==> config.mk <==
export PLATFORM = sky130hd
export DESIGN_NAME = pipe_ctrl_top
export DESIGN_NICKNAME = d
export VERILOG_FILES = /design/src/wisc_pkg.sv /design/src/if_id_reg.sv /design/src/ins_decode.sv /design/src/hazard_det.sv /design/src/pipe_track.sv /design/src/pipe_ctrl_top.sv
export SDC_FILE = /design/constraint.sdc
export NUM_CORES = 1
export LEC_CHECK = 0
export BUFFER_PORTS_ARGS = -buffer_cell sky130_fd_sc_hd__buf_2
export CAP_MARGIN = 20
export CORE_UTILIZATION = 32
export CTS_CLUSTER_DIAMETER = 150
export DETAILED_ROUTE_END_ITERATION = 6
export PLACE_DENSITY = 0.6
export REMOVE_ABC_BUFFERS = 1
export SYNTH_ARGS = -nofsm -noshare
export SYNTH_HDL_FRONTEND = slang
export SYNTH_SLANG_ARGS = --single-unit
==> constraint.sdc <==
create_clock -name clk -period 3.2 [get_ports clk]
set_input_delay 0.32 -clock clk [delete_from_list [all_inputs] [get_ports clk]]
set_output_delay 0.32 -clock clk [all_outputs]
set_load 0.005 [all_outputs]
==> src/wisc_pkg.sv <==
`default_nettype none

package wisc_pkg;

  typedef logic [15:0] ins_t;     // one fetched instruction word
  typedef logic [4:0]  opcode_t;  // lives in bits 15..11 of the word
  typedef logic [2:0]  reg_idx_t; // one of the eight general registers
  typedef logic [1:0]  pc_src_t;  // next-pc select seen by fetch

  // opcodes that change how decode picks a destination or a source
  localparam opcode_t op_halt  = 5'b00000;
  localparam opcode_t op_nop   = 5'b00001;
  localparam opcode_t op_j     = 5'b00100;
  localparam opcode_t op_jr    = 5'b00101;
  localparam opcode_t op_jal   = 5'b00110; // links into r7
  localparam opcode_t op_jalr  = 5'b00111; // links into r7 and reads rs
  localparam opcode_t op_store = 5'b10000; // reads the rd field in decode
  localparam opcode_t op_slbi  = 5'b10010; // shifts and loads into rs
  localparam opcode_t op_stu   = 5'b10011; // store that updates rs
  localparam opcode_t op_lbi   = 5'b11000; // loads into rs and never stalls

  localparam reg_idx_t reg_r7 = 3'd7;

  // only sequential and jump target matter here, branches count as not taken
  localparam pc_src_t pc_src_seq  = 2'b00;
  localparam pc_src_t pc_src_jump = 2'b10;

  // an empty pipe slot carries this word so no opcode compare can match it
  localparam ins_t nop_ins = {op_nop, 11'b0};

endpackage

`default_nettype wire

==> src/if_id_reg.sv <==
`timescale 1ns/1ps
`default_nettype none

module if_id_reg (
  input  logic           clk,
  input  logic           rst_n,
  input  logic           ins_valid,    // the source offers a word this cycle
  input  wisc_pkg::ins_t ins,
  input  logic           stall_decode, // decode cannot hand its word on
  input  logic           flush_fetch,  // a jump sits in the ex slot
  output logic           ins_ready,
  output logic           dec_valid,
  output wisc_pkg::ins_t dec_ins
);

  logic           occupied; // a real instruction sits in decode
  logic           accept;   // handshake completes on this edge
  wisc_pkg::ins_t ins_q;    // captured word, only meaningful while occupied

  // a word can come in when the slot is empty or drains at this edge,
  // but never in the cycle a jump is flushing fetch
  assign ins_ready = ~flush_fetch & (~occupied | ~stall_decode);
  assign accept    = ins_valid & ins_ready;

  always_ff @(posedge clk) begin
    if (!rst_n) begin
      occupied <= 1'b0;
    end else if (flush_fetch) begin
      occupied <= 1'b0; // the word behind the jump is dropped
    end else if (accept) begin
      occupied <= 1'b1;
    end else if (!stall_decode) begin
      occupied <= 1'b0; // decode moved on and nothing replaced it
    end
  end

  always_ff @(posedge clk) begin
    if (accept) begin
      ins_q <= ins; // held untouched through any number of stall cycles
    end
  end

  assign dec_valid = occupied;
  // an empty slot looks like a nop to decode and to the hazard check
  assign dec_ins   = occupied ? ins_q : wisc_pkg::nop_ins;

endmodule

`default_nettype wire

==> src/ins_decode.sv <==
`timescale 1ns/1ps
`default_nettype none

module ins_decode (
  input  logic               dec_valid,
  input  wisc_pkg::ins_t     dec_ins,
  output wisc_pkg::opcode_t  curr_op,
  output wisc_pkg::reg_idx_t rs,
  output wisc_pkg::reg_idx_t rt,         // also the rd source field of store and stu
  output wisc_pkg::reg_idx_t dest,       // register this instruction will write
  output logic               dest_valid, // instruction has a destination at all
  output logic               reg_write   // a real instruction claims dest
);

  wisc_pkg::reg_idx_t rd_field; // r-format destination in bits 4..2

  assign curr_op  = dec_ins[15:11];
  assign rs       = dec_ins[10:8];
  assign rt       = dec_ins[7:5];
  assign rd_field = dec_ins[4:2];

  always_comb begin
    dest       = rd_field; // alu ops write the r-format field
    dest_valid = 1'b1;
    case (curr_op)
      // these three write back into their own rs
      wisc_pkg::op_lbi,
      wisc_pkg::op_slbi,
      wisc_pkg::op_stu: begin
        dest = rs;
      end
      // the link address goes to r7
      wisc_pkg::op_jal,
      wisc_pkg::op_jalr: begin
        dest = wisc_pkg::reg_r7;
      end
      // nothing written back by plain stores, plain jumps, halt and nop
      wisc_pkg::op_store,
      wisc_pkg::op_j,
      wisc_pkg::op_jr,
      wisc_pkg::op_halt,
      wisc_pkg::op_nop: begin
        dest_valid = 1'b0;
      end
      default: begin
        dest_valid = 1'b1; // any other opcode is taken as an alu op
      end
    endcase
  end

  // a bubble in decode never claims a register
  assign reg_write = dec_valid & dest_valid;

endmodule

`default_nettype wire

==> src/hazard_det.sv <==
`timescale 1ns/1ps
`default_nettype none

module hazard_det (
  input  wisc_pkg::ins_t     curr_ins,         // word in decode
  input  wisc_pkg::reg_idx_t rs,
  input  wisc_pkg::reg_idx_t rt,
  input  wisc_pkg::reg_idx_t rd_id_ex,         // ex slot destination
  input  wisc_pkg::reg_idx_t rs_id_ex,         // ex slot rs
  input  wisc_pkg::ins_t     ex_mem_ins,
  input  logic               ex_mem_reg_write,
  input  logic               ex_mem_valid_rd,
  input  wisc_pkg::reg_idx_t rd_ex_mem,        // mem slot destination
  input  wisc_pkg::reg_idx_t rs_ex_mem,        // mem slot rs
  input  wisc_pkg::ins_t     mem_wb_ins,
  input  logic               mem_wb_reg_write,
  input  logic               mem_wb_valid_rd,
  input  wisc_pkg::pc_src_t  pc_source,
  output logic               stall_decode,
  output logic               flush_fetch
);

  wisc_pkg::opcode_t  opcode;
  wisc_pkg::opcode_t  ex_op;
  wisc_pkg::opcode_t  mem_op;
  wisc_pkg::reg_idx_t rd_src;       // store and stu read this field in decode
  logic               reads_rd;     // decode is store or stu
  logic               reads_rs_jmp; // decode is jr or jalr
  logic               no_stall;     // decode word is exempt from stalling
  logic               rd_wr_ex;
  logic               rd_wr_mem;

  assign opcode = curr_ins[15:11];
  assign ex_op  = ex_mem_ins[15:11];
  assign mem_op = mem_wb_ins[15:11];
  assign rd_src = curr_ins[7:5];

  assign reads_rd     = (opcode == wisc_pkg::op_store) | (opcode == wisc_pkg::op_stu);
  assign reads_rs_jmp = (opcode == wisc_pkg::op_jr) | (opcode == wisc_pkg::op_jalr);
  // lbi never waits, and nop and halt read nothing
  // an empty decode slot also arrives here as a nop
  assign no_stall = (opcode == wisc_pkg::op_lbi) | (opcode == wisc_pkg::op_nop) |
                    (opcode == wisc_pkg::op_halt);

  assign rd_wr_ex  = ex_mem_reg_write & ex_mem_valid_rd; // ex slot will write its rd
  assign rd_wr_mem = mem_wb_reg_write & mem_wb_valid_rd;

  // the four stall terms against one slot ahead of decode
  function automatic logic slot_stall(input wisc_pkg::opcode_t  op,
                                      input logic               claims_rd,
                                      input wisc_pkg::reg_idx_t slot_rd,
                                      input wisc_pkg::reg_idx_t slot_rs);
    logic rs_wr;
    logic r7_wr;
    logic gen_hit;
    logic r7_hit;
    logic rsw_hit;
    logic rdr_hit;
    rs_wr = (op == wisc_pkg::op_lbi) | (op == wisc_pkg::op_slbi) | (op == wisc_pkg::op_stu);
    r7_wr = (op == wisc_pkg::op_jal) | (op == wisc_pkg::op_jalr);
    gen_hit = claims_rd & ((slot_rd == rs) | (slot_rd == rt)); // plain rs/rt conflict
    r7_hit  = r7_wr & ((rs == wisc_pkg::reg_r7) | (rt == wisc_pkg::reg_r7));
    rsw_hit = rs_wr & ((slot_rs == rs) | (slot_rs == rt));
    // jr and jalr need rs now, store and stu need their rd field now
    rdr_hit = (reads_rs_jmp & ((claims_rd & (slot_rd == rs)) | (rs_wr & (slot_rs == rs)) |
                               (r7_wr & (rs == wisc_pkg::reg_r7)))) |
              (reads_rd & ((claims_rd & (slot_rd == rd_src)) | (rs_wr & (slot_rs == rd_src)) |
                           (r7_wr & (rd_src == wisc_pkg::reg_r7))));
    return gen_hit | r7_hit | rsw_hit | rdr_hit;
  endfunction

  always_comb begin
    // ex slot conflicts give two stall cycles, mem slot conflicts one
    stall_decode = ~no_stall & (slot_stall(ex_op, rd_wr_ex, rd_id_ex, rs_id_ex) |
                                slot_stall(mem_op, rd_wr_mem, rd_ex_mem, rs_ex_mem));
  end

  assign flush_fetch = (pc_source == wisc_pkg::pc_src_jump); // jump resolved in ex

endmodule

`default_nettype wire

==> src/pipe_track.sv <==
`timescale 1ns/1ps
`default_nettype none

module pipe_track (
  input  logic               clk,
  input  logic               rst_n,
  input  logic               dec_valid,
  input  wisc_pkg::ins_t     dec_ins,
  input  wisc_pkg::reg_idx_t rs,
  input  wisc_pkg::reg_idx_t dest,
  input  logic               dest_valid,
  input  logic               reg_write,
  input  logic               stall_decode,
  output wisc_pkg::reg_idx_t rd_id_ex,
  output wisc_pkg::reg_idx_t rs_id_ex,
  output wisc_pkg::ins_t     ex_mem_ins,
  output logic               ex_mem_reg_write,
  output logic               ex_mem_valid_rd,
  output wisc_pkg::reg_idx_t rd_ex_mem,
  output wisc_pkg::reg_idx_t rs_ex_mem,
  output wisc_pkg::ins_t     mem_wb_ins,
  output logic               mem_wb_reg_write,
  output logic               mem_wb_valid_rd,
  output wisc_pkg::pc_src_t  pc_source,
  output logic               retire_valid,
  output wisc_pkg::ins_t     retire_ins
);

  logic              ex_valid;  // a real instruction occupies the ex slot
  logic              mem_valid; // a real instruction occupies the mem slot
  logic              jump_ex;   // unconditional jump resolving this cycle
  logic              advance;   // decode hands its word to ex at this edge
  wisc_pkg::opcode_t ex_op;

  assign ex_op   = ex_mem_ins[15:11];
  assign jump_ex = ex_valid & ((ex_op == wisc_pkg::op_j) | (ex_op == wisc_pkg::op_jr) |
                               (ex_op == wisc_pkg::op_jal) | (ex_op == wisc_pkg::op_jalr));

  // the jump leaves ex after one cycle, so the jump select lasts exactly one cycle
  assign pc_source = jump_ex ? wisc_pkg::pc_src_jump : wisc_pkg::pc_src_seq;

  // the word behind a jump is being flushed and must never reach ex
  assign advance = dec_valid & ~stall_decode & ~jump_ex;

  always_ff @(posedge clk) begin
    if (!rst_n) begin
      ex_valid         <= 1'b0;
      ex_mem_ins       <= wisc_pkg::nop_ins;
      ex_mem_reg_write <= 1'b0;
      ex_mem_valid_rd  <= 1'b0;
      mem_valid        <= 1'b0;
      mem_wb_ins       <= wisc_pkg::nop_ins;
      mem_wb_reg_write <= 1'b0;
      mem_wb_valid_rd  <= 1'b0;
    end else begin
      // a stalled or empty decode sends a bubble that matches no opcode term
      ex_valid         <= advance;
      ex_mem_ins       <= advance ? dec_ins : wisc_pkg::nop_ins;
      ex_mem_reg_write <= advance & reg_write;
      ex_mem_valid_rd  <= advance & dest_valid;
      mem_valid        <= ex_valid; // the ex slot always moves on, nothing holds it
      mem_wb_ins       <= ex_mem_ins;
      mem_wb_reg_write <= ex_mem_reg_write;
      mem_wb_valid_rd  <= ex_mem_valid_rd;
    end
  end

  // register indices only matter while the matching write flags are set
  always_ff @(posedge clk) begin
    rd_id_ex  <= dest;
    rs_id_ex  <= rs;
    rd_ex_mem <= rd_id_ex;
    rs_ex_mem <= rs_id_ex;
  end

  assign retire_valid = mem_valid; // every instruction leaves mem one cycle after entering
  assign retire_ins   = mem_wb_ins;

endmodule

`default_nettype wire

==> src/pipe_ctrl_top.sv <==
`timescale 1ns/1ps
`default_nettype none

module pipe_ctrl_top (
  input  logic           clk,
  input  logic           rst_n,
  input  logic           ins_valid,
  input  wisc_pkg::ins_t ins,
  output logic           ins_ready,
  output logic           retire_valid,
  output wisc_pkg::ins_t retire_ins,
  output logic           stall_decode,
  output logic           flush_fetch
);

  logic               dec_valid;
  wisc_pkg::ins_t     dec_ins;
  wisc_pkg::reg_idx_t rs;
  wisc_pkg::reg_idx_t rt;
  wisc_pkg::reg_idx_t dest;
  logic               dest_valid;
  logic               reg_write;
  wisc_pkg::reg_idx_t rd_id_ex;
  wisc_pkg::reg_idx_t rs_id_ex;
  wisc_pkg::ins_t     ex_mem_ins;
  logic               ex_mem_reg_write;
  logic               ex_mem_valid_rd;
  wisc_pkg::reg_idx_t rd_ex_mem;
  wisc_pkg::reg_idx_t rs_ex_mem;
  wisc_pkg::ins_t     mem_wb_ins;
  logic               mem_wb_reg_write;
  logic               mem_wb_valid_rd;
  wisc_pkg::pc_src_t  pc_source;

  if_id_reg u_if_id (
    .clk          (clk),
    .rst_n        (rst_n),
    .ins_valid    (ins_valid),
    .ins          (ins),
    .stall_decode (stall_decode),
    .flush_fetch  (flush_fetch),
    .ins_ready    (ins_ready),
    .dec_valid    (dec_valid),
    .dec_ins      (dec_ins)
  );

  // the hazard check decodes its own opcode, so curr_op stays open here
  ins_decode u_decode (
    .dec_valid  (dec_valid),
    .dec_ins    (dec_ins),
    .curr_op    (),
    .rs         (rs),
    .rt         (rt),
    .dest       (dest),
    .dest_valid (dest_valid),
    .reg_write  (reg_write)
  );

  hazard_det u_hazard (
    .curr_ins         (dec_ins),
    .rs               (rs),
    .rt               (rt),
    .rd_id_ex         (rd_id_ex),
    .rs_id_ex         (rs_id_ex),
    .ex_mem_ins       (ex_mem_ins),
    .ex_mem_reg_write (ex_mem_reg_write),
    .ex_mem_valid_rd  (ex_mem_valid_rd),
    .rd_ex_mem        (rd_ex_mem),
    .rs_ex_mem        (rs_ex_mem),
    .mem_wb_ins       (mem_wb_ins),
    .mem_wb_reg_write (mem_wb_reg_write),
    .mem_wb_valid_rd  (mem_wb_valid_rd),
    .pc_source        (pc_source),
    .stall_decode     (stall_decode),
    .flush_fetch      (flush_fetch)
  );

  pipe_track u_track (
    .clk              (clk),
    .rst_n            (rst_n),
    .dec_valid        (dec_valid),
    .dec_ins          (dec_ins),
    .rs               (rs),
    .dest             (dest),
    .dest_valid       (dest_valid),
    .reg_write        (reg_write),
    .stall_decode     (stall_decode),
    .rd_id_ex         (rd_id_ex),
    .rs_id_ex         (rs_id_ex),
    .ex_mem_ins       (ex_mem_ins),
    .ex_mem_reg_write (ex_mem_reg_write),
    .ex_mem_valid_rd  (ex_mem_valid_rd),
    .rd_ex_mem        (rd_ex_mem),
    .rs_ex_mem        (rs_ex_mem),
    .mem_wb_ins       (mem_wb_ins),
    .mem_wb_reg_write (mem_wb_reg_write),
    .mem_wb_valid_rd  (mem_wb_valid_rd),
    .pc_source        (pc_source),
    .retire_valid     (retire_valid),
    .retire_ins       (retire_ins)
  );

endmodule

`default_nettype wire

=== After elaboration in Yosys (flattened, before gate mapping) ===
Cells that the tools add are included.

* Bits in registers: 67
* Bits of input ports: 19
* Logic and storage cells: 136

* Equal/unequal tests: 33
* Mux-type cells: 6
* Bitwise operators: 75
* Reductions and logical operators: 7

{| class="wikitable"
|+ Operator list
! kind !! count
|-
| $eq 5x3->1 const B || 10
|-
| $eq 5x5->1 const B || 10
|-
| $or 1x1->1 || 36
|-
| $and 1x1->1 || 33
|-
| $eq 3x3->1 || 8
|-
| $mux 16 || 1
|-
| $eq 3x3->1 const B || 2
|-
| $not 1->1 || 6
|-
| $pmux 3 s2 || 1
|-
| $eq 5x1->1 const B || 1
|-
| $logic_not 5->1 || 1
|-
| $reduce_or 5->1 || 1
|-
| $reduce_or 2->1 || 2
|-
| $mux 1 || 3
|-
| $reduce_and 3->1 || 1
|-
| $reduce_or 3->1 || 1
|-
| $eq 2x2->1 const B || 1
|-
| $mux 2 || 1
|-
| $ne 2x2->1 const B || 1
|-
| $reduce_and 2->1 || 1
|}

=== Depth between registers and ports, before layout ===
* Word-level depth: 16
* Gate-level depth with buffers: 8
* Mapped depth without buffers: 6

=== Modules after synthesis ===
Synthesis repeated with hierarchy kept, for this count alone.

* Cell total of the unflattened synthesis: 277
* Area total of the unflattened synthesis: 3067.9 um2

{| class="wikitable"
|+ Modules (own cells, without submodules)
! module !! times used !! cells an instance !! area each (um2) !! seq. area each (um2)
|-
| pipe_track || 1 || 116 || 1550.2 || 1001.0
|-
| hazard_det || 1 || 94 || 659.4 || 0.0
|-
| if_id_reg || 1 || 38 || 649.4 || 500.5
|-
| ins_decode || 1 || 29 || 209.0 || 0.0
|}

=== Worst setup path after synthesis ===
Ideal clock, no wire load.

* Path type: reg2reg
* Start: reg u_if_id.ins_q[9]
* End: reg u_if_id.ins_q[0] (enable)
* Setup time: 0.413 ns
* Data arrival time: 2.902 ns
* Data required time: 2.787 ns
* Slack: -0.115 ns
* Cell stages (with the launch flop): 8
* Period minus slack after synthesis: 3.315 ns
* Cell sequence: edfxtp_1 buf_2 nand4b_1 nor2_1 o311a_1 nor4_2 a31oi_1 nor3b_1

* Cells in the longest elaborated chain, start to end: 14
* Elaborated cells between the ends (all ways): 43
* Classes of those cells: 5 x eq/ne; 1 x mux; 37 x bitwise

{| class="wikitable"
|+ RTL lines
! element !! line !! source
|-
| start, declared || if_id_reg.sv:18 || <nowiki>wisc_pkg::ins_t ins_q;</nowiki>
|-
| start signal, assigned || if_id_reg.sv:39 || <nowiki>ins_q <= ins;</nowiki>
|-
| $mux 16 (*) || if_id_reg.sv:45 || <nowiki>assign dec_ins = occupied ? ins_q : wisc_pkg::nop_ins;</nowiki>
|-
| $eq 3x3->1, on equally long branches || hazard_det.sv:61, hazard_det.sv:65, hazard_det.sv:63 ||
|-
| $and 1x1->1 || hazard_det.sv:65 || <nowiki>rdr_hit = (reads_rs_jmp & ((claims_rd & (slot_rd == rs)) | (rs_wr & (slot_rs == rs)) |</nowiki>
|-
| $or 1x1->1 (2 in a row) || hazard_det.sv:65 ||
|-
| $and 1x1->1 || hazard_det.sv:65 ||
|-
| $or 1x1->1 || hazard_det.sv:66 || <nowiki>(r7_wr & (rs == wisc_pkg::reg_r7)))) |</nowiki>
|-
| $or 1x1->1 || hazard_det.sv:69 || <nowiki>return gen_hit | r7_hit | rsw_hit | rdr_hit;</nowiki>
|-
| $or 1x1->1 (*) || hazard_det.sv:74 || <nowiki>stall_decode = ~no_stall & (slot_stall(ex_op, rd_wr_ex, rd_id_ex, rs_id_ex) |</nowiki>
|-
| $and 1x1->1 (*) || hazard_det.sv:74 ||
|-
| net stall_decode || pipe_ctrl_top.sv:12 || <nowiki>output logic stall_decode,</nowiki>
|-
| $not 1->1 (*) || if_id_reg.sv:22 || <nowiki>assign ins_ready = ~flush_fetch & (~occupied | ~stall_decode);</nowiki>
|-
| $or 1x1->1 (*) || if_id_reg.sv:22 ||
|-
| $and 1x1->1 (*) || if_id_reg.sv:22 ||
|-
| $and 1x1->1 (*) || if_id_reg.sv:23 || <nowiki>assign accept = ins_valid & ins_ready;</nowiki>
|-
| net u_if_id.accept || if_id_reg.sv:17 || <nowiki>logic accept;</nowiki>
|}

Mark *: on every way through the listed nets, which the timed path passes. The rest lies on a longest branch.
A chain may end at the register's enable or synchronous reset.

=== Worst setup path after layout ===
* Start: reg u_if_id.ins_q[9]
* End: out ins_ready

* Cells in the longest elaborated chain, start to end: 13
* Elaborated cells between the ends (all ways): 42
* Classes of those cells: 5 x eq/ne; 1 x mux; 36 x bitwise

{| class="wikitable"
|+ RTL lines
! element !! line !! source
|-
| $mux 16 (*) || if_id_reg.sv:45 ||
|-
| $eq 3x3->1, on equally long branches || hazard_det.sv:61, hazard_det.sv:65, hazard_det.sv:63 ||
|-
| $and 1x1->1 || hazard_det.sv:65 ||
|-
| $or 1x1->1 (2 in a row) || hazard_det.sv:65 ||
|-
| $and 1x1->1 || hazard_det.sv:65 ||
|-
| $or 1x1->1 || hazard_det.sv:66 ||
|-
| $or 1x1->1 || hazard_det.sv:69 ||
|-
| $or 1x1->1 (*) || hazard_det.sv:74 ||
|-
| $and 1x1->1 (*) || hazard_det.sv:74 ||
|-
| $not 1->1 (*) || if_id_reg.sv:22 ||
|-
| $or 1x1->1 (*) || if_id_reg.sv:22 ||
|-
| $and 1x1->1 (*) || if_id_reg.sv:22 ||
|-
| end, declared || pipe_ctrl_top.sv:9 || <nowiki>output logic ins_ready,</nowiki>
|}

Every way passes the cells marked *; elsewhere a longest branch is shown, timed or not.

==> results.py <==
metrics = {
    "pwr": {
        "p_seq_share_pct": 53.6,
        "p_sw_mw": 0.397,
        "internal-power_mw": 1.37,
        "power.density_nw_per_um2": 571,
        "vdd_drop_max_mv": 0.286,
        "p_clk_share_pct": 40.4,
        "power_leakage_nw": 1.23,
        "swShare_pct": 22.5,
        "p_comb_share_pct": 6.0,
    },
    "clocking": {
        "cts_tree": "yes",
        "clock_path_buffers": 2,
        "cts_setup_buffers": 0,
        "clkLatencyLatePin_ns": 0.34,
        "cts-buffers-inserted": 9,
        "root_buffer": "clkbuf_8",
        "cts.reportedPaths.clkPinSlew_ns": 0.07,
        "cts_sinks": 67,
        "h-tree-depth": 3,
    },
    "timing": {
        "worstMarginPinSlew_ns": 0.644,
        "finalWorstSetupSlack_ns": 0.275,
        "fmax_mhz": 342,
        "slew_headroom_pct": 56.5,
        "whs_ns": 0.149,
        "rsz0062_at_grt": "false",
        "setup_tns_ns": 0,
        "slew_violations": 0,
        "final-hold-violation-count": 0,
        "fin_crit_sh_pct": 91.4,
        "finalCriticalPeriod_ns": 2.93,
        "setup_viol": 0,
        "finClkSkew_ns": 0.00566,
    },
    "setup_path": {
        "critPathKind": "flop to output port",
        "cp-end-kind": "output port",
        "r2r_cells": 7,
        "cp_max_fo": 14,
        "cp.arrival_ns": 2.61,
        "worstSetupStartpointType": "flop",
        "reg2reg_to": "u_if_id.ins_q[5]$_DFFE_PP_",
        "r2r_slack_ns": 0.49,
        "r2r_start": "u_if_id.ins_q[9]$_DFFE_PP_",
        "worstPathRequired_ns": 2.88,
    },
    "synthesis": {
        "synth_seq_cells": 67,
        "ys_warn_count": 0,
        "synth-main-ff-cell": "dfxtp_1",
        "netlist_instances": 228,
        "synth_async_sr_flop_share_pct": 0,
        "synth.avg_cell_area_sq_um": 11.4,
        "synth_area_sq_um": 2600,
        "synth_cell_types": 51,
        "yosysSeqAreaShare_pct": 57.8,
        "synth_edf_count": 16,
    },
    "global_routing": {
        "antenna_found_initial": 0,
        "grt_max_degree": 26,
        "grt_overflow_total": 0,
        "grt_pass1_vias": 1666,
        "grt_usage_pct": 13.7,
        "grt_pass1_wl_mm": 8.51,
    },
    "layout": {
        "n_antenna_cell": 0,
        "layout-drive-gt1-share_pct": 25.9,
        "final_common_cell": "dfxtp_1",
        "nNetsFinal": 288,
        "area_growth_pct": 19.0,
        "final_cell_mix": "dfxtp_1, buf_2, and2_1",
    },
    "floorplan": {
        "core_sq_um": 7810,
        "die_area_sq_um": 8480,
        "rows": 32,
        "die_h_um": 92.1,
        "start_util_pct": 33.3,
        "ioPinCount": 39,
        "die_w_um": 92.1,
    },
    "worst_hold_path": {
        "hold_path_class": "input port to flop",
        "hold_depth": 1,
        "hold_end": "u_if_id.ins_q[7]$_DFFE_PP_",
        "min_from": "ins[7]",
    },
    "place": {
        "dp_slack_ns": 0.440,
        "gp_congestion": 0.836,
        "port-buffer-count": 38,
        "dp_hpwl_mm": 3.59,
    },
    "drt": {
        "wl_per_cell_um": 13.6,
        "drc": 0,
        "wirelength_mm": 5.12,
        "via_per_inst": 4.73,
        "dr_total_vias": 1777,
        "drtAntennaViolNets": 0,
        "first_pass_iters": 4,
        "drt_iter0_drc": 134,
    },
    "run": {
        "cap_viol_max_count": 0,
    },
    "run_status": {
        "outcome": "finished, final reports clean",
    },
}
-- logic make-up (layout without fill, tap and decap cells) --
logic type | Yosys count | in the layout | synth area share (%)
AOI/OAI and AO/OA | 46 | 46 | 14.2
DFF | 67 | 67 | 57.8
muxes | 2 | 2 | 0.819
buffers and inverters | 17 | 63 | 3.03
xor gates and xnor gates | 15 | 15 | 5.06
and+or+nand+nor | 81 | 81 | 19.1
-- how the worst max path moves through the flow --
stage	slack, ns	end	depth (start not counted)	startpoint
floorplan	-0.34	u_if_id.ins_q[0]$_DFFE_PP_	6	u_if_id.dec_valid$_SDFFE_PP0P_
global placement	0.54	u_if_id.ins_q[5]$_DFFE_PP_	7	u_if_id.dec_valid$_SDFFE_PP0P_
detailed placement	0.44	u_if_id.ins_q[7]$_DFFE_PP_	7	u_if_id.dec_valid$_SDFFE_PP0P_
CTS	0.24	ins_ready	7	u_if_id.dec_valid$_SDFFE_PP0P_
global route	0.08	ins_ready	7	u_if_id.ins_q[9]$_DFFE_PP_
finish	0.27	ins_ready	7	u_if_id.ins_q[9]$_DFFE_PP_
-- cells in the mapped netlist (all sizes together) (2+ instances only) --
cell type	count	area, sq um
dfxtp	51	1020
and2	21	131
edfxtp	16	480
a21boi	12	105
nand2	12	45.0
xnor2	12	105
nor2	10	37.5
nand4	8	56.3
buf	6	36.3
inv	6	22.5
nor4bb	6	60.1
a21oi	5	28.8
clkbuf	5	20.0
nand2b	4	25.0
a311oi	3	26.3
nor3b	3	22.5
o21ai	3	15.0
o221a	3	33.8
or3	3	18.8
xor2	3	26.3
a211oi	2	15.0
a22oi	2	15.0
a32oi	2	17.5
nand3	2	10.0
nand4b	2	17.5
nor2b	2	12.5
nor3	2	10.0
o21a	2	15.0
o31ai	2	15.0
or2	2	12.5
-- power groups by stage --
stage	combinational (mW)	clock [mW]	sequential, mW
3_3_place_gp	0.104	0	0.964
3_5_place_dp	0.106	0	0.964
6_report	0.106	0.714	0.946
5_1_grt	0.118	0.784	0.952
2_1_floorplan	0.0686	0	0.953
4_1_cts	0.106	0.737	0.945
-- metrics by stage --
step / power [mW] / instance area, sq um / util (%) / instances
after floorplan: 1.02 / 2540 / - / 217
after global placement: 1.07 / 2890 / 37.0 / 360
after detailed placement: 1.07 / 2890 / 37.0 / 360
after CTS: 1.79 / 3090 / 39.6 / 376
after global routing: 1.85 / 3090 / 39.6 / 376
final: 1.77 / 3090 / 39.6 / 376
-- worst max-delay path: stages, from the launching register on --
cell and delay [ns]:
edfxtp_1 0.62, o21a_1 0.28, or3_1 0.30, a311oi_1 0.33
nor4_2 0.11, a31oi_1 0.38, nor2_1 0.09, buf_2 0.14
-- cell type report --
cell class / instances / area, sq um
fill: 778 / 4720
clock inverter: 4 / 46.3
tap: 102 / 128
clock buffer: 12 / 156
multi-input combinational: 144 / 1020
inverter: 6 / 22.5
timing repair buffer: 41 / 213
sequential: 67 / 1500
-- state kept, by name, summed over array words and instances (netlist names) --
signal / cells
u_if_id.dec_valid: 1
u_if_id.ins_q: 16
u_track.ex_mem_ins: 16
u_track.ex_mem_reg_write: 1
u_track.ex_mem_valid_rd: 1
u_track.ex_valid: 1
u_track.mem_wb_ins: 16
u_track.mem_wb_reg_write: 1
u_track.mem_wb_valid_rd: 1
u_track.rd_ex_mem: 3
u_track.rd_id_ex: 3
u_track.retire_valid: 1
u_track.rs_ex_mem: 3
u_track.rs_id_ex: 3
-- routing by layer --
layer / part of all wire, % / track usage [%] / wire [um]
met4: 0.68 / 5.08 / 35
met2: 43 / 19.3 / 2190
met1: 50 / 17.9 / 2580
met5: 0 / 0 / 0
met3: 6.2 / 6.63 / 316
-- repair_timing --
item | 4_1_cts | 5_1_grt
resized for setup | 0 | 1
endpoints found under the setup margin | 0 | 1
hold buffers | 0 | 0
(Power assumes the default switching activity.)
